File: src/cpu_defs.svh
`ifndef CPU_DEFS_SVH
`define CPU_DEFS_SVH

// Data path and memory sizes
`define CPU_XLEN      32
`define CPU_MEM_DEPTH 2048
`define CPU_MEM_AW    11
`define CPU_REG_AW    5

// Instruction fields
`define CPU_OPC_MSB   31
`define CPU_OPC_LSB   27
`define CPU_RD_MSB    26
`define CPU_RD_LSB    22
`define CPU_RS0_MSB   21
`define CPU_RS0_LSB   17
`define CPU_RS1_MSB   16
`define CPU_RS1_LSB   12
`define CPU_IMM_W     22
`define CPU_FUNCT_W   3

`endif

File: src/cpu_pkg.sv
`default_nettype none

`include "cpu_defs.svh"

package cpu_pkg;

   typedef logic [`CPU_XLEN-1:0]   word_t;
   typedef logic [`CPU_REG_AW-1:0] reg_addr_t;
   typedef logic [`CPU_MEM_AW-1:0] mem_addr_t;

   typedef enum logic [2:0] {
      STAGE_IDLE       = 3'd0,
      STAGE_FETCH      = 3'd1,
      STAGE_MEM_READ   = 3'd2,
      STAGE_REG_UPDATE = 3'd3,
      STAGE_MEM_WRITE  = 3'd4,
      STAGE_PC_UPDATE  = 3'd5
   } stage_t;

   typedef enum logic [`CPU_OPC_MSB-`CPU_OPC_LSB:0] {
      OP_NOP   = 5'd0,
      OP_LOADI = 5'd1,
      OP_LOAD  = 5'd2,
      OP_STORE = 5'd3,
      OP_ALU   = 5'd4
   } opcode_t;

   // SHL/SHR use in1[4:0], SLT is unsigned
   typedef enum logic [`CPU_FUNCT_W-1:0] {
      ADD, SUB, AND, OR, XOR, SHL, SHR, SLT
   } alu_fn_t;

   typedef struct packed {
      opcode_t   op;
      reg_addr_t rd;
      reg_addr_t rs0;
      reg_addr_t rs1;
      word_t     imm;
      alu_fn_t   fn;
   } decoded_t;

   typedef struct packed {
      logic      en;
      reg_addr_t addr;
      word_t     data;
   } reg_write_t;

   typedef struct packed {
      logic      en;
      mem_addr_t addr;
      word_t     data;
   } mem_write_t;

endpackage

`default_nettype wire

File: src/register_file_control.sv
`timescale 1ns/1ps
`default_nettype none

module register_file_control (
   input  cpu_pkg::stage_t     stage,
   input  cpu_pkg::decoded_t   decoded,
   input  cpu_pkg::word_t      mem_rdata,
   input  cpu_pkg::word_t      alu_result,
   output cpu_pkg::reg_addr_t  raddr0,
   output cpu_pkg::reg_addr_t  raddr1,
   output cpu_pkg::reg_write_t wr
);
   import cpu_pkg::*;

   logic writes_reg;

   // Operands are always read from rs0 and rs1
   assign raddr0 = decoded.rs0;
   assign raddr1 = decoded.rs1;

   assign writes_reg = decoded.op inside {OP_LOADI, OP_LOAD, OP_ALU};

   always_comb begin
      wr.en   = (stage == STAGE_REG_UPDATE) && writes_reg;
      wr.addr = decoded.rd;

      // Write source by instruction type
      case (decoded.op)
         OP_LOADI: begin
            wr.data = decoded.imm;
         end
         OP_LOAD: begin
            wr.data = mem_rdata;
         end
         default: begin
            wr.data = alu_result;
         end
      endcase
   end

endmodule

`default_nettype wire

File: config.mk
export PLATFORM = sky130hd
export DESIGN_NAME = register_file_control
export DESIGN_NICKNAME = d
export VERILOG_FILES = /design/src/cpu_pkg.sv /design/src/register_file_control.sv
export VERILOG_INCLUDE_DIRS = /design/src
export SDC_FILE = /design/constraint.sdc
export NUM_CORES = 1
export LEC_CHECK = 0
export BUFFER_PORTS_ARGS = -buffer_cell sky130_fd_sc_hd__buf_2
export CAP_MARGIN = 25
export CELL_PAD_IN_SITES_DETAIL_PLACEMENT = 1
export CELL_PAD_IN_SITES_GLOBAL_PLACEMENT = 2
export CORE_UTILIZATION = 16
export DETAILED_ROUTE_END_ITERATION = 12
export PLACE_DENSITY = 0.94
export SLEW_MARGIN = 20
export SYNTH_ARGS = -nofsm -noshare
export SYNTH_HDL_FRONTEND = slang
export SYNTH_SLANG_ARGS = --single-unit
export TNS_END_PERCENT = 10
File: constraint.sdc
create_clock -name vclk -period 2.65
set_input_delay 0.3975 -clock vclk [all_inputs]
set_output_delay 0.3975 -clock vclk [all_outputs]
set_load 0.05 [all_outputs]
# Word-level counts from Yosys, hierarchy flattened
# Index checks and enable logic that the tools add are counted.
# totals
wordCells,7
out_inout_bits,48
reg_bits,0
in_bits,122
# op_classes
reduce_logical,2
muxes,1
n_eq_ne,4
# op_table
op,count
32-bit one-hot mux with 2 select lines,1
5-bit by 1-bit == test with 1-bit output (second input constant),1
5-bit by 2-bit == test with 1-bit output (second input constant),1
5-bit by 3-bit == test with 1-bit output (second input constant),1
3-bit by 2-bit == test with 1-bit output (second input constant),1
3-bit nonzero test,1
1-bit logical AND,1

# Logic depth before layout (Yosys ltp)
# logic_depth
ltp_word,3
ltp_mapped,5
mapped_depth_nobuf,3

# Worst setup path after synthesis
# No wires, ideal clock.
# synth_timing
kind,input port to output port
startpoint,input port decoded[54] (netlist bit)
endpoint,output port wr[16] (netlist bit)
path_slack_ns,0.174
arrival_ns,2.079
path_buffers,2
required_time_ns,2.253
cell_stages,5
path_cell_list,or3_1 -> buf_6 -> buf_6 -> nor2_1 -> a221oi_1
# synth_rtl
element,line,text
start: declaration,register_file_control.sv:6,"input cpu_pkg::decoded_t decoded,"
end: declaration,register_file_control.sv:11,output cpu_pkg::reg_write_t wr

==> impl_metrics.csv <==
group,metric,value,unit
routing,drc,0,
floorplanning,die_x,93.6,µm
critical_path,crit_top_cell,"buf_2",
critical_path,worstPathArrival,1.91,ns
floorplanning,die_h,93.6,µm
cts,postCtsSetupBuffers,0,
placement,place_congestion,0.658,
critical_path,worstPathRequired,2.25,ns
critical_path,critPathTopFamily,"buffers and inverters",
routing,via_per_inst,4.65,
hold_path,hp-class,"primary input to primary output",
global_routing,grt_max_degree,37,
critical_path,slowest_delay,0.60,ns
logic_synthesis,syn_inst,179,
pwr,p_leak,0.000966,µW
logic_synthesis,ys_warn_count,0,
sta,slew_headroom,55.0,%
logic_synthesis,syn_nets,301,
critical_path,cp_max_fo,18,
global_routing,grt_pass1_wl,8.68,mm
finish,multi_input_area,1070,µm²
global_routing,first_global_vias,1861,
global_routing,antenna_found_initial,0,
critical_path,cp_num_buf_inv,3,
sta,rsz0062_at_grt,"false",
hold_path,whs_path_depth,0,
floorplanning,rows,33,
routing,wl_per_cell,14.0,µm
sta,max_freq,433,MHz
placement,io_buffers,137,
pwr,power_frac_clock,0,%
placement,dp_hpwl,4.41,mm
sta,setup_viol,0,
floorplanning,core,8180,µm²
critical_path,path_cells,"buf_2, nor2b_4, buf_4, a221oi_2, buf_2",
sta,period_share,87.1,%
pwr,power.density,205,nW/µm²
routing,dr.first_iter.drc_count,30,
pwr,p_switching,269,µW
routing,drtAntennaViolNets,0,
hold_path,min_to,"raddr0[1]",
hold_path,hold_start,"decoded[41]",
pwr,swShare,66.6,%
logic_synthesis,netlist_area,1340,µm²
pwr,ir_drop,0.0732,mV
finish,area_growth,47.1,%
pwr,combPwrFrac,100.0,%
cts,cts.repair.resized,0,
critical_path,critPathCaptureType,"primary output",
finish,final_common_cell,"buf_2",
sta,fin_setup_tns,0,ns
finish,clock_buffers,0,
floorplanning,start_util,16.4,%
logic_synthesis,seq_area_frac_synth,0,%
finish,regArea,0,µm²
critical_path,crit_type,"primary input to primary output",
sta,slew_viol_final,0,
finish,final_cell_mix,"137 x buf_2, 36 x nor2_1, 32 x a31oi_1",
outcome,status,"finished, final reports clean",
critical_path,cp_slowest_cell,"nor2b_4",
cts,ctsHoldBuffers,0,
pwr,cell_internal_pwr,135,µW
sta,min_period,2.31,ns
routing,vias,1829,
floorplanning,io_pins,170,
sta,worst_pin_slew,0.674,ns
global_routing,gr-usage-all-layers,11.9,%
routing,drt_wl_total,5.48,mm
critical_path,cp-start-kind,"primary input",
logic_synthesis,ys_types,18,
logic_synthesis,syn_area_per_cell,7.50,µm²
finish,final_nets,412,
finish,design.seq.count,0,
finish,diodes,0,
finish,fillCellCount,1042,
sta,whs,0.795,ns
run,drv_cap,0,
sta,finalHoldViolations,0,
floorplanning,die_area,8760,µm²
finish,drive_gt1_share,73.3,%
critical_path,crit_path_start,"decoded[50]",
global_routing,gr-total-overflow,0,
pwr,power_frac_seq,0,%
routing,drt_pre_antenna_iters,4,
## worst max-delay path by stage
stage	to	depth (start not counted)
global route	wr[0]	5
CTS	wr[0]	5
finish	wr[0]	5
floorplan	wr[16]	5
global placement	wr[10]	5
detailed placement	wr[0]	5
## power by group through the flow
| stage | Combinational (µW) | Sequential, µW | Clock, µW |
|---|---|---|---|
| final | 405 | 0 | 0 |
| after global routing | 434 | 0 | 0 |
| after CTS | 409 | 0 | 0 |
| after floorplan | 330 | 0 | 0 |
| after global placement | 399 | 0 | 0 |
| after detailed placement | 409 | 0 | 0 |
## layout make-up
cell class	count	share of cell area (%)
multi-input cells	140	54.4
repair buffers	148	38.9
well taps	105	6.65
## logic make-up after synthesis
family,Yosys count,share of synthesized area [%]
simple gates,73,27.2
compound gates,66,50.5
buf+inv,39,21.6
xor+xnor,1,0.652
## through the flow
step / util, % / instance area [µm²] / setup WS [ns] / total power, µW / cells
final: 24.2 / 1970 / 0.343 / 405 / 393
after floorplan: - / 1340 / 0.174 / 330 / 179
after CTS: 24.2 / 1970 / 0.281 / 409 / 393
after global placement: 24.2 / 1970 / 0.332 / 399 / 393
after global routing: 24.2 / 1970 / 0.218 / 434 / 393
after detailed placement: 24.2 / 1970 / 0.284 / 409 / 393
## Yosys cell counts (2+ instances only)
| library cell | instances | area share (%) |
|---|---|---|
| nor2_1 | 36 | 10 |
| a31oi_1 | 32 | 15 |
| a221oi_2 | 30 | 34 |
| nor2_2 | 29 | 14 |
| buf_4 | 15 | 8.4 |
| buf_2 | 10 | 3.7 |
| buf_6 | 10 | 8.4 |
| clkbuf_1 | 4 | 1.1 |
| a221oi_1 | 2 | 1.3 |
| nor2b_1 | 2 | 0.93 |
| o21ai_0 | 2 | 0.75 |
## per-layer routing
metal	global-route usage [%]	vias up	routed length, µm
met5	0	-	0
met4	1.03	0	38
met2	24.0	89	2730
met3	1.30	8	467
li1	-	886	-
met1	13.7	846	2250
No activity file was read; power rests on OpenSTA's default activity.
