## src/cpu_defs.svh

```systemverilog
`ifndef CPU_DEFS_SVH
`define CPU_DEFS_SVH

// Data path and memory sizes
`define CPU_XLEN      32
`define CPU_MEM_DEPTH 2048
`define CPU_MEM_AW    11
`define CPU_REG_AW    5

// Instruction fields
`define CPU_OPC_MSB   31
`define CPU_OPC_LSB   27
`define CPU_RD_MSB    26
`define CPU_RD_LSB    22
`define CPU_RS0_MSB   21
`define CPU_RS0_LSB   17
`define CPU_RS1_MSB   16
`define CPU_RS1_LSB   12
`define CPU_IMM_W     22
`define CPU_FUNCT_W   3

`endif

```

## src/cpu_pkg.sv

```systemverilog
`default_nettype none

`include "cpu_defs.svh"

package cpu_pkg;

   typedef logic [`CPU_XLEN-1:0]   word_t;
   typedef logic [`CPU_REG_AW-1:0] reg_addr_t;
   typedef logic [`CPU_MEM_AW-1:0] mem_addr_t;

   typedef enum logic [2:0] {
      STAGE_IDLE       = 3'd0,
      STAGE_FETCH      = 3'd1,
      STAGE_MEM_READ   = 3'd2,
      STAGE_REG_UPDATE = 3'd3,
      STAGE_MEM_WRITE  = 3'd4,
      STAGE_PC_UPDATE  = 3'd5
   } stage_t;

   typedef enum logic [`CPU_OPC_MSB-`CPU_OPC_LSB:0] {
      OP_NOP   = 5'd0,
      OP_LOADI = 5'd1,
      OP_LOAD  = 5'd2,
      OP_STORE = 5'd3,
      OP_ALU   = 5'd4
   } opcode_t;

   // SHL/SHR use in1[4:0], SLT is unsigned
   typedef enum logic [`CPU_FUNCT_W-1:0] {
      ADD, SUB, AND, OR, XOR, SHL, SHR, SLT
   } alu_fn_t;

   typedef struct packed {
      opcode_t   op;
      reg_addr_t rd;
      reg_addr_t rs0;
      reg_addr_t rs1;
      word_t     imm;
      alu_fn_t   fn;
   } decoded_t;

   typedef struct packed {
      logic      en;
      reg_addr_t addr;
      word_t     data;
   } reg_write_t;

   typedef struct packed {
      logic      en;
      mem_addr_t addr;
      word_t     data;
   } mem_write_t;

endpackage

`default_nettype wire

```

## src/register_file.sv

```systemverilog
`timescale 1ns/1ps
`default_nettype none

`include "cpu_defs.svh"

module register_file (
   input  logic                clk,
   input  cpu_pkg::reg_addr_t  raddr0,
   input  cpu_pkg::reg_addr_t  raddr1,
   output cpu_pkg::word_t      rdata0,
   output cpu_pkg::word_t      rdata1,
   input  cpu_pkg::reg_write_t wr
);
   import cpu_pkg::*;

   localparam int NUM_REGS = 2 ** `CPU_REG_AW;

   word_t regs [NUM_REGS];

   assign rdata0 = regs[raddr0];
   assign rdata1 = regs[raddr1];

   always_ff @(posedge clk) begin
      if (wr.en) begin
         regs[wr.addr] <= wr.data;
      end
   end

   a_wr_addr_known: assert property (@(posedge clk)
      wr.en |-> !$isunknown(wr.addr))
      else $error("register write with unknown address");

endmodule

`default_nettype wire

```

## config.mk

```make
export PLATFORM = sky130hd
export DESIGN_NAME = register_file
export DESIGN_NICKNAME = d
export VERILOG_FILES = /design/src/cpu_pkg.sv /design/src/register_file.sv
export VERILOG_INCLUDE_DIRS = /design/src
export SDC_FILE = /design/constraint.sdc
export NUM_CORES = 1
export LEC_CHECK = 0
export CAP_MARGIN = 20
export CORE_ASPECT_RATIO = 0.7
export CORE_UTILIZATION = 40
export CTS_BUF_LIST = sky130_fd_sc_hd__clkbuf_8
export DETAILED_ROUTE_END_ITERATION = 6
export DONT_BUFFER_PORTS = 1
export SLEW_MARGIN = 20
export SYNTH_ARGS = -nofsm -noshare
export SYNTH_HDL_FRONTEND = slang
export SYNTH_SLANG_ARGS = --single-unit
```

## constraint.sdc

```tcl
create_clock -name clk -period 4 [get_ports clk]
set_input_delay 0.4 -clock clk [delete_from_list [all_inputs] [get_ports clk]]
set_output_delay 0.4 -clock clk [all_outputs]
set_load 0.02 [all_outputs]
```

-- Word level (Yosys, flattened, before mapping)
Memories as Yosys holds them, arrays and structs flattened.
Cells that the tools add are included.
- flip-flop bits (word level): 0
- memories: 1
- RAM bits: 1024
- input port bits: 49
- output and inout port bits: 64
- word-level logic and storage cells: 3
- multiplexer cells: 2
- memory list (name ; depth ; bits a word ; rd ports ; clocked after Yosys merged registers in ; write ports ; line ; source):
    regs ; 32 ; 32 ; 2 ; 0 ; 1 ; register_file.sv:18 ; word_t regs [NUM_REGS];
- operators by type and width (kind ; number):
    1-bit two-way mux ; 2

-- Logic depth before layout (Yosys ltp)
- depth in word-level cells: 2
- gate-level depth with buffers: 8
- mapped depth without buffers: 5

-- Worst setup path before layout
No wires, ideal clock.
- path kind: input port to flip-flop
- start point: in wr[33] in the netlist's numbering
- end point: mem regs[12][0] in the netlist's numbering (enable)
- arrival time: 2.413 ns
- stages on the path: 3
- path slack: 1.166 ns
- setup time: 0.421 ns
- path through: or3b_2 > clkbuf_1 > nor2_1
- RTL lines (element ; line ; source):
    from (decl) ; register_file.sv:12 ; input cpu_pkg::reg_write_t wr
    to (decl) ; register_file.sv:18 ;
Straight into the memory's write port.

-- Final worst setup path
- start point: in raddr1[1]
- end point: out rdata1[7]
- longest elaborated chain between the ends: 1
- RTL lines (element ; line ; source):
    from (decl) ; register_file.sv:9 ; input cpu_pkg::reg_addr_t raddr1,
    memory read 32 x 32 bit ; n/a ;
    to (decl) ; register_file.sv:11 ; output cpu_pkg::word_t rdata1,
No other way between the ends.

==> metrics.md <==
| Metric | Value |
|---|---|
| Outcome | complete, but fails checks |
| Failing checks | slew limit, setup timing |
| Average instance area after synthesis | 14.4 um2 |
| Gpl congestion | 0.815 |
| Number of buffers inserted by post-CTS setup repair | 0 |
| Summed instance area of the synthesized netlist | 48,800 um2 |
| Fraction of final layout cells with drive strength greater than 1 | 9.62% |
| Vias per cell | 6.05 |
| H-tree levels | 4 |
| Router iterations before antenna repair | 5 |
| Remaining antenna violation count after routing | 0 |
| Biggest area consumer among synthesized cells | edfxtp_1 |
| Distinct cell type count of the synthesized netlist | 23 |
| Max stage delay on crit path | 1350 ps |
| Post-detailed-route DRC marker count | 0 |
| Capturing element type of the critical path | primary output |
| Final wirelength | 158,000 um |
| Type of origin of the critical path | primary input |
| Final hold slack | 59.3 ps |
| Maximum fanout count along the critical path | 512 |
| Tot GR Track Use | 25.2% |
| Flip-flop count of the largest register after layout | 1,024 |
| Achievable Freq | 183 MHz |
| Register name with the most flops | regs |
| Post-CTS sizing | 0 |
| Number of max-capacitance violations reported | 0 |
| Core area | 120,000 um2 |
| Gate count of the mapped netlist | 3,386 |
| Complex-gate fraction of the synthesized area | 8.04% |
| Buffers from clock root to sink, at most | 3 |
| Power density over the cells | 407 nW/um2 |
| Number of filler cells placed in the layout | 10,800 |
| Via count | 31,200 |
| YS warnings | 0 |
| Fin Setup TNS | -15,890 ps |
| Footprint of the multi-input gates | 16,800 um2 |
| Buffers & Inverters on Critical Path | 0 |
| Main combinational cell family by area after synthesis | multiplexers |
| Fin. max-slew vios | 729 |
| Horizontal die dimension | 419 um |
| Maximum number of pins on one net before global-route repair | 513 |
| Routed length per placed instance | 30.7 um |
| Place WS | 1100 ps |
| Post-route fraction of the period consumed by the critical path | 137% |
| Family of cells with the greatest summed delay on the critical path | multiplexers |
| Post-synthesis sequential area ratio | 63.0% |
| Wire length of the first global-routing pass | 223,000 um |
| Die Y-Extent | 294 um |
| Critical Path AT | 5060 ps |
| Worst slew margin | -211% |
| Starting density of the core | 40.6% |
| Post-Synthesis Net Count | 3,435 |
| Peak supply drop | 0.000356 V |
| Worst EP required | 3600 ps |
| Crit-path cells | mux2i_1, a22o_1, nor3_1, a31oi_1, nand3_1 |
| Static leakage | 0.0197 uW |
| Worst-case setup margin in the final layout | -1460 ps |
| Signed area change from the synthesized netlist to the final layout | 9.97% |
| Count of nets after finishing | 3,469 |
| Adder and majority gate portion of the synthesized area | 0% |
| Registers with the most flip-flops | regs (1024) |
| TritonCTS clock tree | done |
| Total Die Area | 123,000 um2 |
| Simple logic cell fraction of the synthesized area | 4.71% |
| Cell at the slowest stage of the critical path | mux2i_1 |
| Crit Path Class | in -> out |
| Boundary Pins | 113 |
| Clock edge transition at the registers on the reported setup and hold paths | 60 ps |
| TritonCTS Buffers | 151 |
| Synthesized-area fraction occupied by xor and xnor cells | 0% |
| Antenna violations before repair | 5 |
| Number of global-route vias before repair | 30,500 |
| Main area contributors after synthesis | edfxtp_1 (63%), mux2i_1 (21%), a22oi_1 (3.0%), a22o_1 (2.3%), nand3_1 (2.0%) |
| Unrepaired setup endpoints after global routing | false |
| Number of I/O port buffers | 0 |
| Actual slew at the worst max-slew pin | 4670 ps |
| Final hold violation count | 0 |
| Root Buffer | clkbuf_8 |
| Flip-flop and latch area | 30,700 um2 |
| Violation count after the first detailed-routing iteration | 3,640 |
| Detailed Place HPWL | 85,600 um |
| Remaining Overflow, GRT | 0 |
| Placement Rows | 106 |
| Fraction of synthesized area in multiplexers | 21.0% |
| Shortest period the worst path allows | 5460 ps |
| CTS sink cnt | 1,024 |
| Final setup violating endpoints | 20 |
| Area fraction of the dominant cell type after synthesis | 63.0% |
| Type of the tightest min-delay check | in -> reg |
| Number of flip-flops and latches in the synthesized netlist | 1,024 |
## where the power goes
group / leakage [uW] / switching, uW / internal [uW]
clock network: 0.00156 / 4140 / 3710
registers: 0.00922 / 53.8 / 11900
logic: 0.00891 / 1190 / 786
total: 0.0197 / 5380 / 16400
## through the flow
step | total power [uW] | std cells | utilization [%] | instance area, um2
2_1_floorplan | 13600 | 3386 | - | 48800
3_3_place_gp | 13900 | 4849 | 42.1 | 50600
3_5_place_dp | 13900 | 4849 | 42.1 | 50600
4_1_cts | 21800 | 5155 | 44.7 | 53700
5_1_grt | 22400 | 5157 | 44.6 | 53600
6_report | 21800 | 5158 | 44.6 | 53700
## placed cells by master, fill, tap and decap left out, types with 3 or more instances in the layout
cell and count:
a21oi_1 192, a22o_1 128, a22oi_1 192, a31oi_1 64, buf_12 33, buf_2 15
buf_4 68, clkbuf_8 159, clkinv_1 41, clkinv_2 11, dlygate4sd3_1 17, edfxtp_1 1024
inv_1 56, mux2i_1 1024, nand2_1 193, nand3_1 194, nand3b_1 5, nor2_4 34
nor2b_4 4, nor3_1 64, or3b_2 3
## worst paths after layout
| path | cells after the start | start | slack [ps] | endpoint |
|---|---|---|---|---|
| setup / recovery | 5 | raddr1[1] | -1460 | rdata1[7] |
| hold / removal | 1 | wr[1] | 60 | regs[27][1] |
## cell type report
cell class                      instances  share of cell area (%)
Multi-Input combinational cell       2109                    31.3
Tap cell                             1620                    3.78
Antenna cell                            2                 0.00933
Sequential cell                      1024                    57.3
Timing Repair Buffer                  134                    2.67
Clock buffer                          159                    4.08
Clock inverter                        110                   0.851
## cells by family after synthesis
group,Yosys count
buf+inv,253
mux,1024
flops,1024
compound gates,576
simple gates,509
## cell usage after synthesis (all sizes together)
library cell  instances
a21oi               192
buf                 163
nor2b                 4
edfxtp             1024
a31oi                64
nand3b                5
a22o                128
nand2b                4
nand2               195
nor3                 64
or3b                  3
or3                   1
a22oi               192
clkbuf               90
mux2i              1024
and2                  2
nor2                 35
or2                   2
nand3               194
## metal layers
metal | wire, um | GRT usage [%] | up-vias
met5 | 0 | 0 | -
met4 | 3710 | 7.88 | 0
met3 | 13200 | 4.81 | 234
met2 | 72400 | 39.3 | 1528
met1 | 68900 | 35.4 | 16000
li1 | - | - | 13500
## repair_timing
action                                  in CTS  in global routing
endpoints found under the setup margin       0                  0
endpoints found under the hold margin     1024                  0
hold buffers                                37                  0
No activity file was read; power rests on OpenSTA's default activity.
