## config.mk

```make
export PLATFORM = sky130hd
export DESIGN_NAME = alu
export DESIGN_NICKNAME = d
export VERILOG_FILES = /design/src/cpu_pkg.sv /design/src/alu.sv
export VERILOG_INCLUDE_DIRS = /design/src
export SDC_FILE = /design/constraint.sdc
export NUM_CORES = 1
export LEC_CHECK = 0
export BUFFER_PORTS_ARGS = -buffer_cell sky130_fd_sc_hd__buf_4
export CORE_ASPECT_RATIO = 2
export CORE_MARGIN = 2
export CORE_UTILIZATION = 47
export DETAILED_ROUTE_END_ITERATION = 10
export GPL_TIMING_DRIVEN = 0
export PLACE_DENSITY = 0.69
export SYNTH_ARGS = -nofsm -noshare
export SYNTH_HDL_FRONTEND = slang
export SYNTH_SLANG_ARGS = --single-unit
```

## constraint.sdc

```tcl
create_clock -name vclk -period 4.9
set_clock_uncertainty 0.05 [all_clocks]
set_input_delay 0.49 -clock vclk [all_inputs]
set_output_delay 0.49 -clock vclk [all_outputs]
set_load 0.01 [all_outputs]
```

## src/cpu_defs.svh

```systemverilog
`ifndef CPU_DEFS_SVH
`define CPU_DEFS_SVH

// Data path and memory sizes
`define CPU_XLEN      32
`define CPU_MEM_DEPTH 2048
`define CPU_MEM_AW    11
`define CPU_REG_AW    5

// Instruction fields
`define CPU_OPC_MSB   31
`define CPU_OPC_LSB   27
`define CPU_RD_MSB    26
`define CPU_RD_LSB    22
`define CPU_RS0_MSB   21
`define CPU_RS0_LSB   17
`define CPU_RS1_MSB   16
`define CPU_RS1_LSB   12
`define CPU_IMM_W     22
`define CPU_FUNCT_W   3

`endif

```

## src/cpu_pkg.sv

```systemverilog
`default_nettype none

`include "cpu_defs.svh"

package cpu_pkg;

   typedef logic [`CPU_XLEN-1:0]   word_t;
   typedef logic [`CPU_REG_AW-1:0] reg_addr_t;
   typedef logic [`CPU_MEM_AW-1:0] mem_addr_t;

   typedef enum logic [2:0] {
      STAGE_IDLE       = 3'd0,
      STAGE_FETCH      = 3'd1,
      STAGE_MEM_READ   = 3'd2,
      STAGE_REG_UPDATE = 3'd3,
      STAGE_MEM_WRITE  = 3'd4,
      STAGE_PC_UPDATE  = 3'd5
   } stage_t;

   typedef enum logic [`CPU_OPC_MSB-`CPU_OPC_LSB:0] {
      OP_NOP   = 5'd0,
      OP_LOADI = 5'd1,
      OP_LOAD  = 5'd2,
      OP_STORE = 5'd3,
      OP_ALU   = 5'd4
   } opcode_t;

   // SHL/SHR use in1[4:0], SLT is unsigned
   typedef enum logic [`CPU_FUNCT_W-1:0] {
      ADD, SUB, AND, OR, XOR, SHL, SHR, SLT
   } alu_fn_t;

   typedef struct packed {
      opcode_t   op;
      reg_addr_t rd;
      reg_addr_t rs0;
      reg_addr_t rs1;
      word_t     imm;
      alu_fn_t   fn;
   } decoded_t;

   typedef struct packed {
      logic      en;
      reg_addr_t addr;
      word_t     data;
   } reg_write_t;

   typedef struct packed {
      logic      en;
      mem_addr_t addr;
      word_t     data;
   } mem_write_t;

endpackage

`default_nettype wire

```

## src/alu.sv

```systemverilog
`timescale 1ns/1ps
`default_nettype none

module alu (
   input  cpu_pkg::word_t   in0,
   input  cpu_pkg::word_t   in1,
   input  cpu_pkg::alu_fn_t fn,
   output cpu_pkg::word_t   result
);
   import cpu_pkg::*;

   logic [4:0] shamt;

   assign shamt = in1[4:0];

   always_comb begin
      case (fn)
         ADD:     result = in0 + in1;
         SUB:     result = in0 - in1;
         AND:     result = in0 & in1;
         OR:      result = in0 | in1;
         XOR:     result = in0 ^ in1;
         SHL:     result = in0 << shamt;
         SHR:     result = in0 >> shamt;
         // Unsigned compare
         SLT:     result = word_t'(in0 < in1);
         default: result = '0;
      endcase
   end

endmodule

`default_nettype wire

```

==> summary by stage, run 1 <==
Outcome
The flow did not finish. The failing step is global routing (5_1_grt). The tool reported: "[ERROR GRT-0116] Global routing finished with congestion. Check the congestion regions in the DRC Viewer".

GRT
The via count of the first global-routing pass is 11.32k. Summed over all layers, the global routing overflow is 3. Entering global routing, the biggest net connects 19 pins. The global-route wire length before repair is 73570 um.

The overall routing resource usage is 56.30%.

Synth
For this run, the number of Yosys warnings is 0. The share of the Yosys chip area taken by registers is 0%. The cell taking the most area after synthesis is ha_1. After synthesis, the largest area contributor takes up 15.53% of total cell area.

The average cell area after synthesis is 6.435 um^2. In the post-synthesis netlist, the biggest area contributors are ha_1 (16%), a21oi_1 (9.7%), mux2i_1 (8.8%). The number of instances in the synthesized netlist is 1214. The cell area that synthesis handed to floorplanning was 7812 um^2.

When the netlist entered floorplanning its net count stood at 1380. Counting distinct cell types in the post-synthesis netlist gives 73.

Floorplanning
The floorplan has 66 rows. The number of top-level pins is 99. The initial utilization of the core area, before any placement, comes to 48.02%. Measured along the x axis, the die boundary spans 95.17 um. From bottom edge to top edge, the die measures 186.3 um.

Placed design
Summed over all nets, the half-perimeter wirelength after detailed placement is 38030 um. In this run the tool buffered the top-level ports with 97 buffer cells. Routability-driven placement finished with a final weighted congestion of 1.110.

Clock tree
The number of buffers inserted for hold repair after clock tree synthesis is 0. The post-CTS setup-driven buffer insertion count is 0.
==> cells in the mapped netlist (all sizes together) (4+ instances only) <==
| cell | instances |
|---|---|
| a211o | 6 |
| clkbuf | 53 |
| o31ai | 6 |
| nand2 | 97 |
| o211ai | 33 |
| mux2 | 7 |
| o2111ai | 5 |
| nand3 | 15 |
| nor3 | 27 |
| or3 | 8 |
| a211oi | 18 |
| nor2b | 10 |
| inv | 101 |
| mux4 | 11 |
| a41oi | 5 |
| or2 | 4 |
| a22oi | 13 |
| nor2 | 147 |
| a31oi | 16 |
| a21o | 17 |
| a2111oi | 5 |
| buf | 37 |
| ha | 97 |
| o221ai | 5 |
| o21bai | 12 |
| o21ai | 110 |
| nand4 | 6 |
| mux2i | 69 |
| a32oi | 4 |
| xor2 | 4 |
| xnor2 | 20 |
| a21oi | 152 |
| and2 | 6 |
| o21a | 6 |
| o22ai | 14 |
| a222oi | 17 |
| nand2b | 7 |
==> per-layer routing <==
| layer | global-route usage, % | overflow |
|---|---|---|
| met5 | 1.190 | 0 |
| met4 | 59.31 | 2 |
| met3 | 24.95 | 0 |
| met2 | 79.12 | 1 |
| met1 | 57.91 | 0 |
==> metrics by stage <==
stage | cells | hold slack (ns) | worst slack [ns] | setup TNS, ns | area, um^2
4_1_cts | 1513 | 1.632 | 0.007652 | 0 | 8851
3_5_place_dp | 1515 | 1.632 | -1.783 | -22.59 | 8796
3_3_place_gp | 1515 | 1.634 | -1.775 | -22.97 | 8796
2_1_floorplan | 1214 | 1.194 | 0.4964 | 0 | 7812
==> logic make-up after synthesis <==
group | synth area share (%)
buf+inv | 11.11
mux | 13.02
xor+xnor | 2.691
compound gates | 38.45
simple gates | 18.67
fa+ha+maj | 16.05
==> what timing repair did <==
item	CTS
endpoints found under the hold margin	0
setup endpoints to repair	24
cloned	0
pin swaps	1
resized for setup	20
==> run 2, diff against run 1 <==
--- a/config.mk
+++ b/config.mk
@@ -7,12 +7,11 @@
 export NUM_CORES = 1
 export LEC_CHECK = 0
 export BUFFER_PORTS_ARGS = -buffer_cell sky130_fd_sc_hd__buf_4
-export CORE_ASPECT_RATIO = 2
 export CORE_MARGIN = 2
-export CORE_UTILIZATION = 47
+export CORE_UTILIZATION = 32
 export DETAILED_ROUTE_END_ITERATION = 10
 export GPL_TIMING_DRIVEN = 0
-export PLACE_DENSITY = 0.69
+export PLACE_DENSITY_LB_ADDON = 0.15
 export SYNTH_ARGS = -nofsm -noshare
 export SYNTH_HDL_FRONTEND = slang
 export SYNTH_SLANG_ARGS = --single-unit
==> run 2 against run 1 <==
  * The flow now finishes without violations
  * Synthesized cell count is the same
  * Synthesized area is the same
==> summary by stage, run 2 <==
Setup path
The cell type of the slowest stage on the worst timing path is clkbuf_1. At the worst endpoint, the arrival time is 4.30 ns. The critical path contains buffers and inverters numbering 5 combined. The worst setup path is launched from an input pin. The worst setup path category is input pin to output port. The peak fanout along the critical path is 10. STA classifies the critical path endpoint as an output port. The data required time of the critical path is 4.36 ns.

Walking the worst path, the cells encountered are buf_4 -> clkbuf_1 -> clkbuf_1 -> clkbuf_1 -> o21ai_0 -> nand2_1 -> o21ai_0 -> a221oi_1 -> o21ai_0 -> buf_4. In this design, the largest share of critical-path delay is due to buffers and inverters. The largest single stage delay on the critical path is 0.63 ns.

Worst hold path
The min-delay analysis places its worst path in the category input pin to output port.

Cells and area
At the end of the flow, the number of nets in the layout was 1481. Leaving out fill and tap cells, the most frequent cells in the layout are a21oi_1 (148), nor2_1 (147), buf_4 (107). The multi-input gate area in the final layout is 7029 um^2. Compared with the post-synthesis result, the final layout area differs by 16.21%. The number of clock buffers in the layout is 0. The commonest non-fill, non-tap cell in the layout is a21oi_1. In the final layout, flip-flops and latches occupy 0 um^2. The antenna diode count is 0.

There are 0 flip-flops and latches. The fraction of layout cells with a size suffix above 1 is 13.18%. The final-layout fill cell count is 2683.

Floorplanning
The floorplan has 57 rows. The die is 160.3 um wide. For this configuration, the core starts out at a cell density of 32.31%. The vertical die dimension is 160.3 um. The number of top-level pins is 99. The placeable core region is 24180 um^2.

The floorplan step defined a die boundary enclosing 25680 um^2.

GRT
The overall routing resource usage is 35.07%. Entering global routing, the biggest net connects 19 pins. The via count of the first global-routing pass is 9727. The global-route wire length before repair is 67060 um. The leftover overflow at the end of global routing is 0. The met2 global-route usage is 54.72%. In the global route stage, met1 resource usage came out at 48.59%. The met3 usage is 7.662%. The number of antenna violations at the first check in global routing is 1. met2 is the most crowded layer.

STA
The worst relative slew slack is 22.40%. Setup repair after global routing left no endpoint under its margin. Of the available clock period, the critical path in the final layout requires 98.69%. The final count of hold timing violations is 0. The final-layout setup total negative slack is 0 ns. The final count of pins violating max slew came to 0. The count of endpoints failing setup in the final report is 0. After layout, the worst setup slack is 0.06402 ns. The maximum clock frequency is 206.8 MHz. Counting I/O delays and the setup requirement, the final critical path takes 4.836 ns. The slew at the pin with the worst max-slew slack is 1.152 ns.

Flow run
The total of max-cap violations is 0.

Synth
Counting instances in the post-synthesis netlist gives the leading cell types as a21oi_1 (152), nor2_1 (147), o21ai_0 (105). The synthesized net count is 1380. The distinct cell type count of the synthesized netlist is 73. The post-synthesis sequential area ratio is 0%. The number of warning messages in the yosys log is 0.

Counting every instance in the synthesized netlist gives 1214. In the post-synthesis netlist, the cell with the most instances is a21oi_1. Summed over all instances, the cell type with the most area after synthesis is ha_1.

Summed over its instances, the top area cell type makes up 15.53% of the synthesized netlist area. The average cell area after synthesis is 6.435 um^2. The netlist area before placement is 7812 um^2. In the post-synthesis netlist, the biggest area contributors are ha_1 (16%), a21oi_1 (9.7%), mux2i_1 (8.8%).

Power and ir drop
VDD sags by at most 0.04724 mV. The leakage power is 4.034 nW. The power density over cell area is 140.4 nW/um^2.

Placed design
The number of I/O port buffers is 97. At the end of routability-driven placement, the weighted congestion stood at 1.031. Summed over all nets, the half-perimeter wirelength after detailed placement is 39140 um.

Timing analysis after detailed placement gives a worst setup slack of -1.803 ns.

Detailed routing
The number of DRC markers after the initial detailed-route iteration is 1417. In the final routed layout, each cell accounts on average for 28.83 um. For this run, the detailed router's first-pass iteration total came to 9.

Summed over all layers, the routed wires come to 47190 um. The number of antenna-violating nets in the routed design is 0. The number of design rule violations left after detail routing is 0.

The detailed-route via count is 10.35k. Dividing the detail-routed via count by the number of cells gives 6.324.

Clock tree
The number of buffers inserted for hold repair after clock tree synthesis is 0.

Outcome
The run finished with clean final reports.
## run 2: cell counts after synthesis
Identical to the previous run, type by type.
## run 2: report_power, final
group	total (mW)	leakage (nW)	switching (mW)	internal [mW]
Sequential	0	0	0	0
Combinational	1.27	4.03	0.827	0.447
Clock	0	0	0	0
Total	1.27	4.03	0.827	0.447
## run 2: tightest hold or removal path: stages
cell and delay, ns:
buf_4 0.12, nor2_1 0.19, nand2_1 0.11, nand3_1 0.10, buf_4 0.16
## run 2: through the flow
stage | util [%] | total power, mW | instances | cell area (um^2) | hold slack [ns]
finish | 37.55 | 1.274 | 1637 | 9079 | 1.630
global route | 37.55 | 1.340 | 1637 | 9079 | 1.684
CTS | 37.42 | 1.226 | 1636 | 9047 | 1.607
detailed placement | 37.00 | 1.202 | 1635 | 8946 | 1.604
global placement | 37.00 | 1.221 | 1635 | 8946 | 1.640
floorplan | - | 0.7219 | 1214 | 7812 | 1.194
## run 2: worst paths after layout
check  startpoint    endpoint  slack (ns)  cells after the start
max        in1[1]  result[18]        0.06                     10
min         fn[1]  result[11]        1.63                      5
## run 2: what timing repair did
item	4_1_cts	5_1_grt
setup buffers	3	1
gates resized for setup	24	11
pin swaps	3	2
setup endpoints to repair	27	17
## run 2: logic make-up (layout without fill, tap and decap cells)
group                    after synthesis  after routing  share of synthesized area [%]
adder cells (fa/ha/maj)               99             99                          16.05
buffers and inverters                195            294                          11.11
AO/OA/AOI/OAI                        472            472                          38.45
multiplexers                          87             87                          13.02
AND/OR/NAND/NOR                      337            337                          18.67
XOR/XNOR                              24             24                          2.691
## run 2: area by class of cell
| type | instances | share of cell area [%] |
|---|---|---|
| well taps | 324 | 4.465 |
| multi-input cells | 1019 | 77.43 |
| plain buffers | 89 | 5.334 |
| inverters | 104 | 4.424 |
| repair buffers | 101 | 8.352 |
## run 2: layer usage
metal | share of wire, % | up-vias
met4 | 3.3 | 2
li1 | - | 4632
met2 | 43 | 600
met5 | 0.028 | -
met3 | 10 | 87
met1 | 43 | 5031
(Power assumes the default switching activity.)
