File: src/cpu_defs.svh
`ifndef CPU_DEFS_SVH
`define CPU_DEFS_SVH

// Data path and memory sizes
`define CPU_XLEN      32
`define CPU_MEM_DEPTH 2048
`define CPU_MEM_AW    11
`define CPU_REG_AW    5

// Instruction fields
`define CPU_OPC_MSB   31
`define CPU_OPC_LSB   27
`define CPU_RD_MSB    26
`define CPU_RD_LSB    22
`define CPU_RS0_MSB   21
`define CPU_RS0_LSB   17
`define CPU_RS1_MSB   16
`define CPU_RS1_LSB   12
`define CPU_IMM_W     22
`define CPU_FUNCT_W   3

`endif

File: src/cpu_pkg.sv
`default_nettype none

`include "cpu_defs.svh"

package cpu_pkg;

   typedef logic [`CPU_XLEN-1:0]   word_t;
   typedef logic [`CPU_REG_AW-1:0] reg_addr_t;
   typedef logic [`CPU_MEM_AW-1:0] mem_addr_t;

   typedef enum logic [2:0] {
      STAGE_IDLE       = 3'd0,
      STAGE_FETCH      = 3'd1,
      STAGE_MEM_READ   = 3'd2,
      STAGE_REG_UPDATE = 3'd3,
      STAGE_MEM_WRITE  = 3'd4,
      STAGE_PC_UPDATE  = 3'd5
   } stage_t;

   typedef enum logic [`CPU_OPC_MSB-`CPU_OPC_LSB:0] {
      OP_NOP   = 5'd0,
      OP_LOADI = 5'd1,
      OP_LOAD  = 5'd2,
      OP_STORE = 5'd3,
      OP_ALU   = 5'd4
   } opcode_t;

   // SHL/SHR use in1[4:0], SLT is unsigned
   typedef enum logic [`CPU_FUNCT_W-1:0] {
      ADD, SUB, AND, OR, XOR, SHL, SHR, SLT
   } alu_fn_t;

   typedef struct packed {
      opcode_t   op;
      reg_addr_t rd;
      reg_addr_t rs0;
      reg_addr_t rs1;
      word_t     imm;
      alu_fn_t   fn;
   } decoded_t;

   typedef struct packed {
      logic      en;
      reg_addr_t addr;
      word_t     data;
   } reg_write_t;

   typedef struct packed {
      logic      en;
      mem_addr_t addr;
      word_t     data;
   } mem_write_t;

endpackage

`default_nettype wire

File: src/stage_sequencer.sv
`timescale 1ns/1ps
`default_nettype none

module stage_sequencer (
   input  logic            clk,
   input  logic            rst,
   input  logic            run,
   output cpu_pkg::stage_t stage
);
   import cpu_pkg::*;

   stage_t stage_nxt;

   always_comb begin
      stage_nxt = stage;
      case (stage)
         STAGE_IDLE:       if (run) stage_nxt = STAGE_FETCH;
         STAGE_FETCH:      stage_nxt = STAGE_MEM_READ;
         STAGE_MEM_READ:   stage_nxt = STAGE_REG_UPDATE;
         STAGE_REG_UPDATE: stage_nxt = STAGE_MEM_WRITE;
         STAGE_MEM_WRITE:  stage_nxt = STAGE_PC_UPDATE;
         // Run is only looked at on an instruction boundary
         STAGE_PC_UPDATE:  stage_nxt = run ? STAGE_FETCH : STAGE_IDLE;
         default:          stage_nxt = STAGE_IDLE;
      endcase
   end

   always_ff @(posedge clk) begin
      if (rst) begin
         stage <= STAGE_IDLE;
      end else begin
         stage <= stage_nxt;
      end
   end

   a_stage_legal: assert property (@(posedge clk) disable iff (rst)
      stage inside {STAGE_IDLE, STAGE_FETCH, STAGE_MEM_READ, STAGE_REG_UPDATE,
                    STAGE_MEM_WRITE, STAGE_PC_UPDATE})
      else $error("stage left the legal set");

endmodule

`default_nettype wire

File: config.mk
export PLATFORM = sky130hd
export DESIGN_NAME = stage_sequencer
export DESIGN_NICKNAME = d
export VERILOG_FILES = /design/src/cpu_pkg.sv /design/src/stage_sequencer.sv
export VERILOG_INCLUDE_DIRS = /design/src
export SDC_FILE = /design/constraint.sdc
export NUM_CORES = 1
export LEC_CHECK = 0
export BUFFER_PORTS_ARGS = -buffer_cell sky130_fd_sc_hd__buf_2
export CAP_MARGIN = 20
export CORE_AREA = 2 2 39 41
export DETAILED_ROUTE_END_ITERATION = 6
export DIE_AREA = 0 0 41 43
export PLACE_DENSITY = 0.3
export SYNTH_ARGS = -nofsm -noshare
export SYNTH_HDL_FRONTEND = slang
export SYNTH_SLANG_ARGS = --single-unit
File: constraint.sdc
create_clock -name clk -period 1.05 [get_ports clk]
set_input_delay 0.21 -clock clk [delete_from_list [all_inputs] [get_ports clk]]
set_output_delay 0.21 -clock clk [all_outputs]
set_load 0.05 [all_outputs]
# Word level (Yosys, flattened, before mapping)
# Index checks and enable logic that the tools add are counted.
# Widths: inputs -> output; s select.
word_totals:
  input_bits: 3
  ff_bits: 3
  elab_cells: 11
  output_inout_bits: 3
op_classes:
  eq_ne: 6
  reduce_logical: 1
  mux: 3
op_table:
  columns: ["op", "n"]
  rows:
  - ["$pmux 3 s6", 1]
  - ["$eq 3x2->1 const B", 2]
  - ["$eq 3x3->1 const B", 2]
  - ["$eq 3x1->1 const B", 1]
  - ["$logic_not 3->1", 1]
  - ["$mux 3", 1]
  - ["$ne 2x2->1 const B", 1]
  - ["$mux 1", 1]

# Longest topological paths before layout
# Gate-level depths: netlist (run 1).
logic_depth:
  ltp_word: 2
  ltp_mapped: 2
  ltp_nobuf: 2

# Worst setup path before layout (run 1)
# No wires, ideal clock.
synth_path:
  path_kind: "register to register"
  start: "register stage[2]"
  end: "register stage[2]"
  required_time_ns: 0.980
  path_slack_ns: -0.203
  t_arrival_ns: 1.184
  setup_ns: 0.070
  path_stages_with_launch: 3
  synth_period_minus_slack_ns: 1.253
  cell_sequence: "dfxtp_1 or3b_1 a21oi_1"
synth_via:
  elab_chain_cells: 2
  word_cells_on_any_way: 8
synth_lines:
  columns: ["element", "line", "rtl"]
  rows:
  - ["from (decl)", "stage_sequencer.sv:8", "output cpu_pkg::stage_t stage"]
  - ["from (signal assigned)", "stage_sequencer.sv:32", "stage <= stage_nxt;"]
  - ["$eq 3x3->1, or another cell as far along", "stage_sequencer.sv:16", "case (stage)"]
  - ["$pmux 3 s6 / $ne 2x2->1 (equally long branches)", null, null]
# Parallel ways exist; a longest one is shown, timed or not.
# A chain may end at the register's enable or synchronous reset.

# Worst setup path in the final report (run 1)
layout_path:
  start: "register stage[1]"
  end: "output stage[1]"
# No word-level cell between the ends.

==> impl_results.md, run 1 <==
- PortBufs: 5
- Post-synthesis adder-cell area fraction: 0
- Comb power frac: 0.203
- Count leader, synth: dfxtp_1
- Layout cells sized above 1: 0.5500
- Slowest cell on the critical path: dfxtp_2
- Share of the synthesized area in the top cell type: 0.5106
- HPWL Detailed: 201.2 um
- Post-synth ARST share: 0
- Wire per inst: 7.000 um
- First-pass GRT wire length: 434 um
- Post-layout min period: 1.020 ns
- Clock latency on the worst-skew pair: 0.23 ns
- Total clock sinks: 3
- CP Max Fanout: 6
- Synth cell count leaders: 3 x dfxtp_1, 2 x nor3_1
- GP Congestion: 0.5855
- Vias in the first global route: 115
- First drt pass iteration count: 3
- PwrDens: 2110 mW/mm^2
- Routed Antenna Nets: 0
- Critical path class: flop to primary output
- Initial antenna violation count: 0
- FILL cells: 156
- IO Pins: 6
- Crit path cell chain: buf_4
- Final slew viol count: 0
- Largest net degree at the start of global routing: 8
- Initial core utilization: 0.08499
- TritonCTS Buffers: 3
- Clock buffer depth: 2
- Startpoint Class: flop
- Mux cell area share after synthesis: 0
- Fmax: 980.0 MHz
- Number of synthesized flops with an enable pin: 0
- Unrepaired setup endpoints after global routing: false
- Core Util, Final: 0.1465
- DRC Markers: 0
- Post-Synthesis Cells: 11
- HP Start: rst
- CP required: 0.84 ns
- Area of the multi-input gates: 57.56 sq um
- Grt total ovfl: 0
- Post-CTS setup buffer count: 0
- N_diodes: 0
- Global-route total usage across every layer: 0.03904
- Yosys reg bits: 3
- Largest regs: stage x3
- Vert. Die Dim: 43 um
- Initial drt markers: 1
- Post-Route WL: 252 um
- Synth area leaders: dfxtp_1 51%, a2111oi_1 8.5%, nor3_1 8.5%, or3b_1 7.4%, xnor2_1 7.4%
- Die Footprint: 0.001763 sq mm
- Setup TNS: 0 ns
- Post-synthesis compound-gate area fraction: 0.1915
- Die X: 41 um
- Flip-flop and latch area: 66.31 sq um
- Xor/xnor share of the synthesized area: 0.07447
- Arrival @ worst endpoint: 0.81 ns
- Peak VDD IR: 308.5 uV
- YS warnings: 0
- Reg2reg start: stage[2]
- Pleak: 0.00007531 uW
- Crit path from: stage[1]
- Area grow syn2layout: 72.34%
- TritonCTS clock tree: yes
- Outcome: completed
- Net count after synthesis: 14
- Core Rows: 14
- Largest family of logic cells by synthesized area: simple AND/OR/NAND/NOR gates
- Clock Skews: 0.003347 ns
- Critical path capture point type: primary output
- Top delay family on crit path: flip-flops
- Post-synth top area cell: dfxtp_1
- CP peak stage delay: 0.37 ns
- Number of setup violations in the final report: 0
- Clock power frac: 0.460
- Top FF cell, synth: dfxtp_1
- Switch Pwr: 126.4 uW
- Vias per cell: 3.278
- Reg clk slew, reported paths: 0.04 ns
- Core ar.: 0.001384 sq mm
- Final Cycle Share: 0.9718
- Switching Fraction: 0.2955
- Slew @ Worst Pin: 0.3202 ns
- Mapped Area: 117.6 sq um
- Clk Tree Root Cell: clkbuf_4
- Synth Area in Simple Gates: 0.2234
- Via count: 118
- Most flops, register: stage
- Worst Path Buf+Inv: 1
- Max reg flops: 3
- Syn_area_per_cell: 10.69 sq um
- Int Power: 301.3 uW
- Library cells used by synthesis: 8
- Worst slew margin: 0.7860
- Worst hold path type: primary input to flop
- CTS H-tree depth: 1
- Layout Nets: 24
- Sequential share of the synthesized area: 0.5106
- Max-cap violation count: 0
- Seq pwr share: 0.337
- Fin. Hold Viols: 0
path summary, 6_finish.rpt:
kind	end	slack [ns]	depth (start not counted)
min	stage[2]	0.16	2
max	stage[1]	0.03	1
min reg2reg	stage[1]	0.45	1
max reg2reg	stage[2]	0.13	2
placed cells by master, fill, tap and decap left out:
cell	n
clkbuf_4	3
buf_4	3
nor3_1	2
buf_2	2
dfxtp_2	2
xnor2_1	1
nand3b_1	1
or3b_1	1
a21oi_1	1
a21boi_0	1
a2111oi_1	1
clkbuf_1	1
dfxtp_4	1
cells by family after synthesis:
family | after synthesis
DFF | 3
xor gates and xnor gates | 1
and+or+nand+nor | 4
AOI/OAI and AO/OA | 3
cell type report:
| class | instances | share of cell area |
|---|---|---|
| clock buffers | 4 | 0.1296 |
| multi-input cells | 8 | 0.2840 |
| flip-flops and latches | 3 | 0.3272 |
| well taps | 16 | 0.09877 |
| repair buffers | 5 | 0.1605 |
power by group through the flow:
stage / registers [uW] / logic (uW) / clock network [uW]
CTS: 145 / 87.7 / 207
floorplan: 184 / 20.6 / 0
finish: 144 / 86.8 / 197
global placement: 147 / 80.2 / 0
global route: 147 / 91.4 / 219
detailed placement: 146 / 80.5 / 0
what timing repair did:
item / 4_1_cts / 5_1_grt
hold buffers: 0 / 0
endpoints found under the setup margin: 3 / 0
gates resized for setup: 3 / 0
endpoints found under the hold margin: 0 / 0
routing by layer:
metal  wire [um]  track usage  vias to the layer above
met5           0            0                        -
li1            -            -                       60
met2         131      0.05313                        2
met4           0      0.04000                        0
met3           3      0.01571                        0
met1         117      0.04140                       56
metrics by stage:
| stage | area (sq um) | worst slack [ns] | cells | hold WS [ns] | total power (uW) |
|---|---|---|---|---|---|
| 3_3_place_gp | 168.9 | 0.1347 | 32 | 0.3988 | 226.8 |
| 4_1_cts | 202.7 | 0.01890 | 36 | 0.1547 | 439.0 |
| 2_1_floorplan | 123.9 | 0.06149 | 11 | 0.2694 | 204.4 |
| 6_report | 202.7 | 0.02958 | 36 | 0.1625 | 427.8 |
| 3_5_place_dp | 168.9 | 0.1111 | 32 | 0.3990 | 226.0 |
| 5_1_grt | 202.7 | 0.002972 | 36 | 0.1682 | 457.3 |
Power figures use the tool's default switching activity.
==> inputs of run 2 (changes only) <==
--- a/config.mk
+++ b/config.mk
@@ -6,11 +6,12 @@
 export SDC_FILE = /design/constraint.sdc
 export NUM_CORES = 1
 export LEC_CHECK = 0
-export BUFFER_PORTS_ARGS = -buffer_cell sky130_fd_sc_hd__buf_2
+export BUFFER_PORTS_ARGS = -buffer_cell sky130_fd_sc_hd__clkbuf_2
 export CAP_MARGIN = 20
 export CORE_AREA = 2 2 39 41
 export DETAILED_ROUTE_END_ITERATION = 6
 export DIE_AREA = 0 0 41 43
+export GPL_TIMING_DRIVEN = 0
 export PLACE_DENSITY = 0.3
 export SYNTH_ARGS = -nofsm -noshare
 export SYNTH_HDL_FRONTEND = slang
==> run 2 against run 1 <==
Effect of this change:
- flip-flop and latch count unchanged
- maximum frequency up 1.7%
- total power rose by 5.6%
- final cell count did not move
- worst hold slack better by 0.00068 ns
- global-route usage is 2.4 points higher
- via count rose by 5.9%
- sequential power increased by 3%
- cell area up 7.4%
- sequential share of layout area fell by 2.3 points
- die area unchanged
==> impl_results.md, run 2 (synthesis gave the netlist of run 1 again) <==
- Via count: 125 (was 118)
- Area grow syn2layout: 85.11% (was 72.34%)
- Post-CTS setup buffer count: 0 (unchanged)
- Final slew viol count: 0 (unchanged)
- Min-Delay Endpoint: stage[2] (unchanged)
- Cell depth of the worst flop-to-flop path: 2 (unchanged)
- Reg2reg start: stage[0] (was stage[2])
- Int Power: 314.9 uW (was 301.3 uW)
- Startpoint Class: flop (unchanged)
- HP Start: rst (unchanged)
- TritonCTS clock tree: yes (unchanged)
- Clock power frac: 0.447 (was 0.460)
- Total clock sinks: 3 (unchanged)
- Setup WS post-layout: 0.04649 ns (was 0.02958 ns)
- Most flops, register: stage (unchanged)
- Reg2reg end: stage[0] (was stage[2])
- Clk Tree Root Cell: clkbuf_4 (unchanged)
- Unrepaired setup endpoints after global routing: false (unchanged)
- Wire per inst: 9.000 um (was 7.000 um)
- Vias in the first global route: 161 (was 115)
- Outcome: completed (unchanged)
- Core ar.: 0.001384 sq mm (unchanged)
- R2R setup slack: 0.10 ns (was 0.13 ns)
- Layout cells sized above 1: 0.5500 (unchanged)
- Number of setup violations in the final report: 0 (unchanged)
- Worst Path Buf+Inv: 1 (unchanged)
- Initial drt markers: 2 (was 1)
- N_diodes: 0 (unchanged)
- Top delay family on crit path: flip-flops (unchanged)
- Commonest non-fill, non-tap cell in the layout: clkbuf_4
- Vias per cell: 3.472 (was 3.278)
- Initial antenna violation count: 0 (unchanged)
- Clock buffer depth: 2 (unchanged)
- Design area: 217.7 sq um (was 202.7 sq um)
- CP peak stage delay: 0.36 ns (was 0.37 ns)
- Die Footprint: 0.001763 sq mm (unchanged)
- Largest net degree at the start of global routing: 8 (unchanged)
- Setup TNS: 0 ns (unchanged)
- GP Congestion: 0.5677 (was 0.5855)
- Setup slack at placement: 0.09846 ns (was 0.1111 ns)
- Clock latency on the worst-skew pair: 0.23 ns (about the same)
- First drt pass iteration count: 2 (was 3)
- Worst hold path type: primary input to flop (unchanged)
- Worst slew margin: 0.7678 (was 0.7860)
- Clock Skews: 0.0001636 ns (was 0.003347 ns)
- Hold Crit Depth: 2 (unchanged)
- Switch Pwr: 136.7 uW (was 126.4 uW)
- DRC Markers: 0 (unchanged)
- Crit path cell chain: buf_4 (unchanged)
- Most frequent cells in the layout: 3 x clkbuf_4, 2 x nor3_1, 2 x clkbuf_2, 2 x buf_8, 2 x dfxtp_2 (was 3 x clkbuf_4, 3 x buf_4, 2 x nor3_1, 2 x buf_2, 2 x dfxtp_2)
- Global-route total usage across every layer: 0.06319 (was 0.03904)
- CTS H-tree depth: 1 (unchanged)
- Routed Antenna Nets: 0 (unchanged)
- Slew @ Worst Pin: 0.3475 ns (was 0.3202 ns)
- Critical path class: flop to primary output (unchanged)
- Initial core utilization: 0.08499 (unchanged)
- PwrDens: 2074 mW/mm^2 (was 2110 mW/mm^2)
- Arrival @ worst endpoint: 0.79 ns (was 0.81 ns)
- Post-layout min period: 1.004 ns (was 1.020 ns)
- Layout Nets: 24 (unchanged)
- TritonCTS Buffers: 3 (unchanged)
- Placed cell area: 168.9 sq um (unchanged)
- PortBufs: 5 (unchanged)
- IO Pins: 6 (unchanged)
- Core Util, Final: 0.1573 (was 0.1465)
- Comb power frac: 0.224 (was 0.203)
- Slowest cell on the critical path: dfxtp_4 (was dfxtp_2)
- First-pass GRT wire length: 621 um (was 434 um)
- Reg clk slew, reported paths: 0.04 ns (about the same)
- Max reg flops: 3 (unchanged)
- CP required: 0.84 ns (about the same)
- Post-Route WL: 324 um (was 252 um)
- Vert. Die Dim: 43 um (unchanged)
- Critical path capture point type: primary output (unchanged)
- Largest regs: stage x3 (unchanged)
- Seq pwr share: 0.329 (was 0.337)
- Fin. Hold Viols: 0 (unchanged)
- Peak VDD IR: 241.1 uV (was 308.5 uV)
- Switching Fraction: 0.3028 (was 0.2955)
- Die X: 41 um (unchanged)
- Grt total ovfl: 0 (unchanged)
- Fmax: 996.5 MHz (was 980.0 MHz)
- Max-cap violation count: 0 (unchanged)
- Pleak: 0.00007988 uW (was 0.00007531 uW)
- CP Max Fanout: 7 (was 6)
- Core Rows: 14 (unchanged)
- Final Cycle Share: 0.9557 (was 0.9718)
[run 2: power groups by stage]
stage	clock network (uW)	registers, uW	logic [uW]
final	202	149	101
after global routing	234	153	107
after CTS	216	147	97.7
after detailed placement	0	147	81.3
after global placement	0	146	78.8
after floorplan	0	184	20.6
[run 2: cell type report]
cell class	instances	area, sq um
repair buffers	5	47.55
fillers	160	1166
well taps	16	20.02
flip-flops and latches	3	66.31
clock buffers	4	26.28
multi-input cells	8	57.56
[run 2: worst max path at each step]
stage                          end      from  cells past startpoint
final                     stage[2]  stage[2]                      1
after global routing      stage[2]  stage[2]                      1
after CTS                 stage[2]  stage[2]                      1
after detailed placement  stage[0]  stage[0]                      2
after global placement    stage[2]  stage[2]                      2
after floorplan           stage[2]  stage[2]                      2
[run 2: per-layer routing]
metal	global-route usage	wire, um	up-vias
met5	0	0	-
met1	0.05449	112	63
met2	0.07813	203	2
met3	0.01571	8	0
met4	0.1200	0	0
li1	-	-	60
[run 2: repair_timing]
| action | CTS | global route |
|---|---|---|
| gates resized for setup | 5 | 3 |
| setup endpoints to repair | 3 | 3 |
| hold buffers | 0 | 0 |
| endpoints found under the hold margin | 0 | 0 |
[run 2: through the flow]
step,cells,hold slack [ns],power (uW)
6_report,36,0.1632,451.6
5_1_grt,36,0.1497,493.0
4_1_cts,36,0.1499,460.6
3_5_place_dp,32,0.4001,228.1
3_3_place_gp,32,0.4001,224.7
2_1_floorplan,11,0.2694,204.4
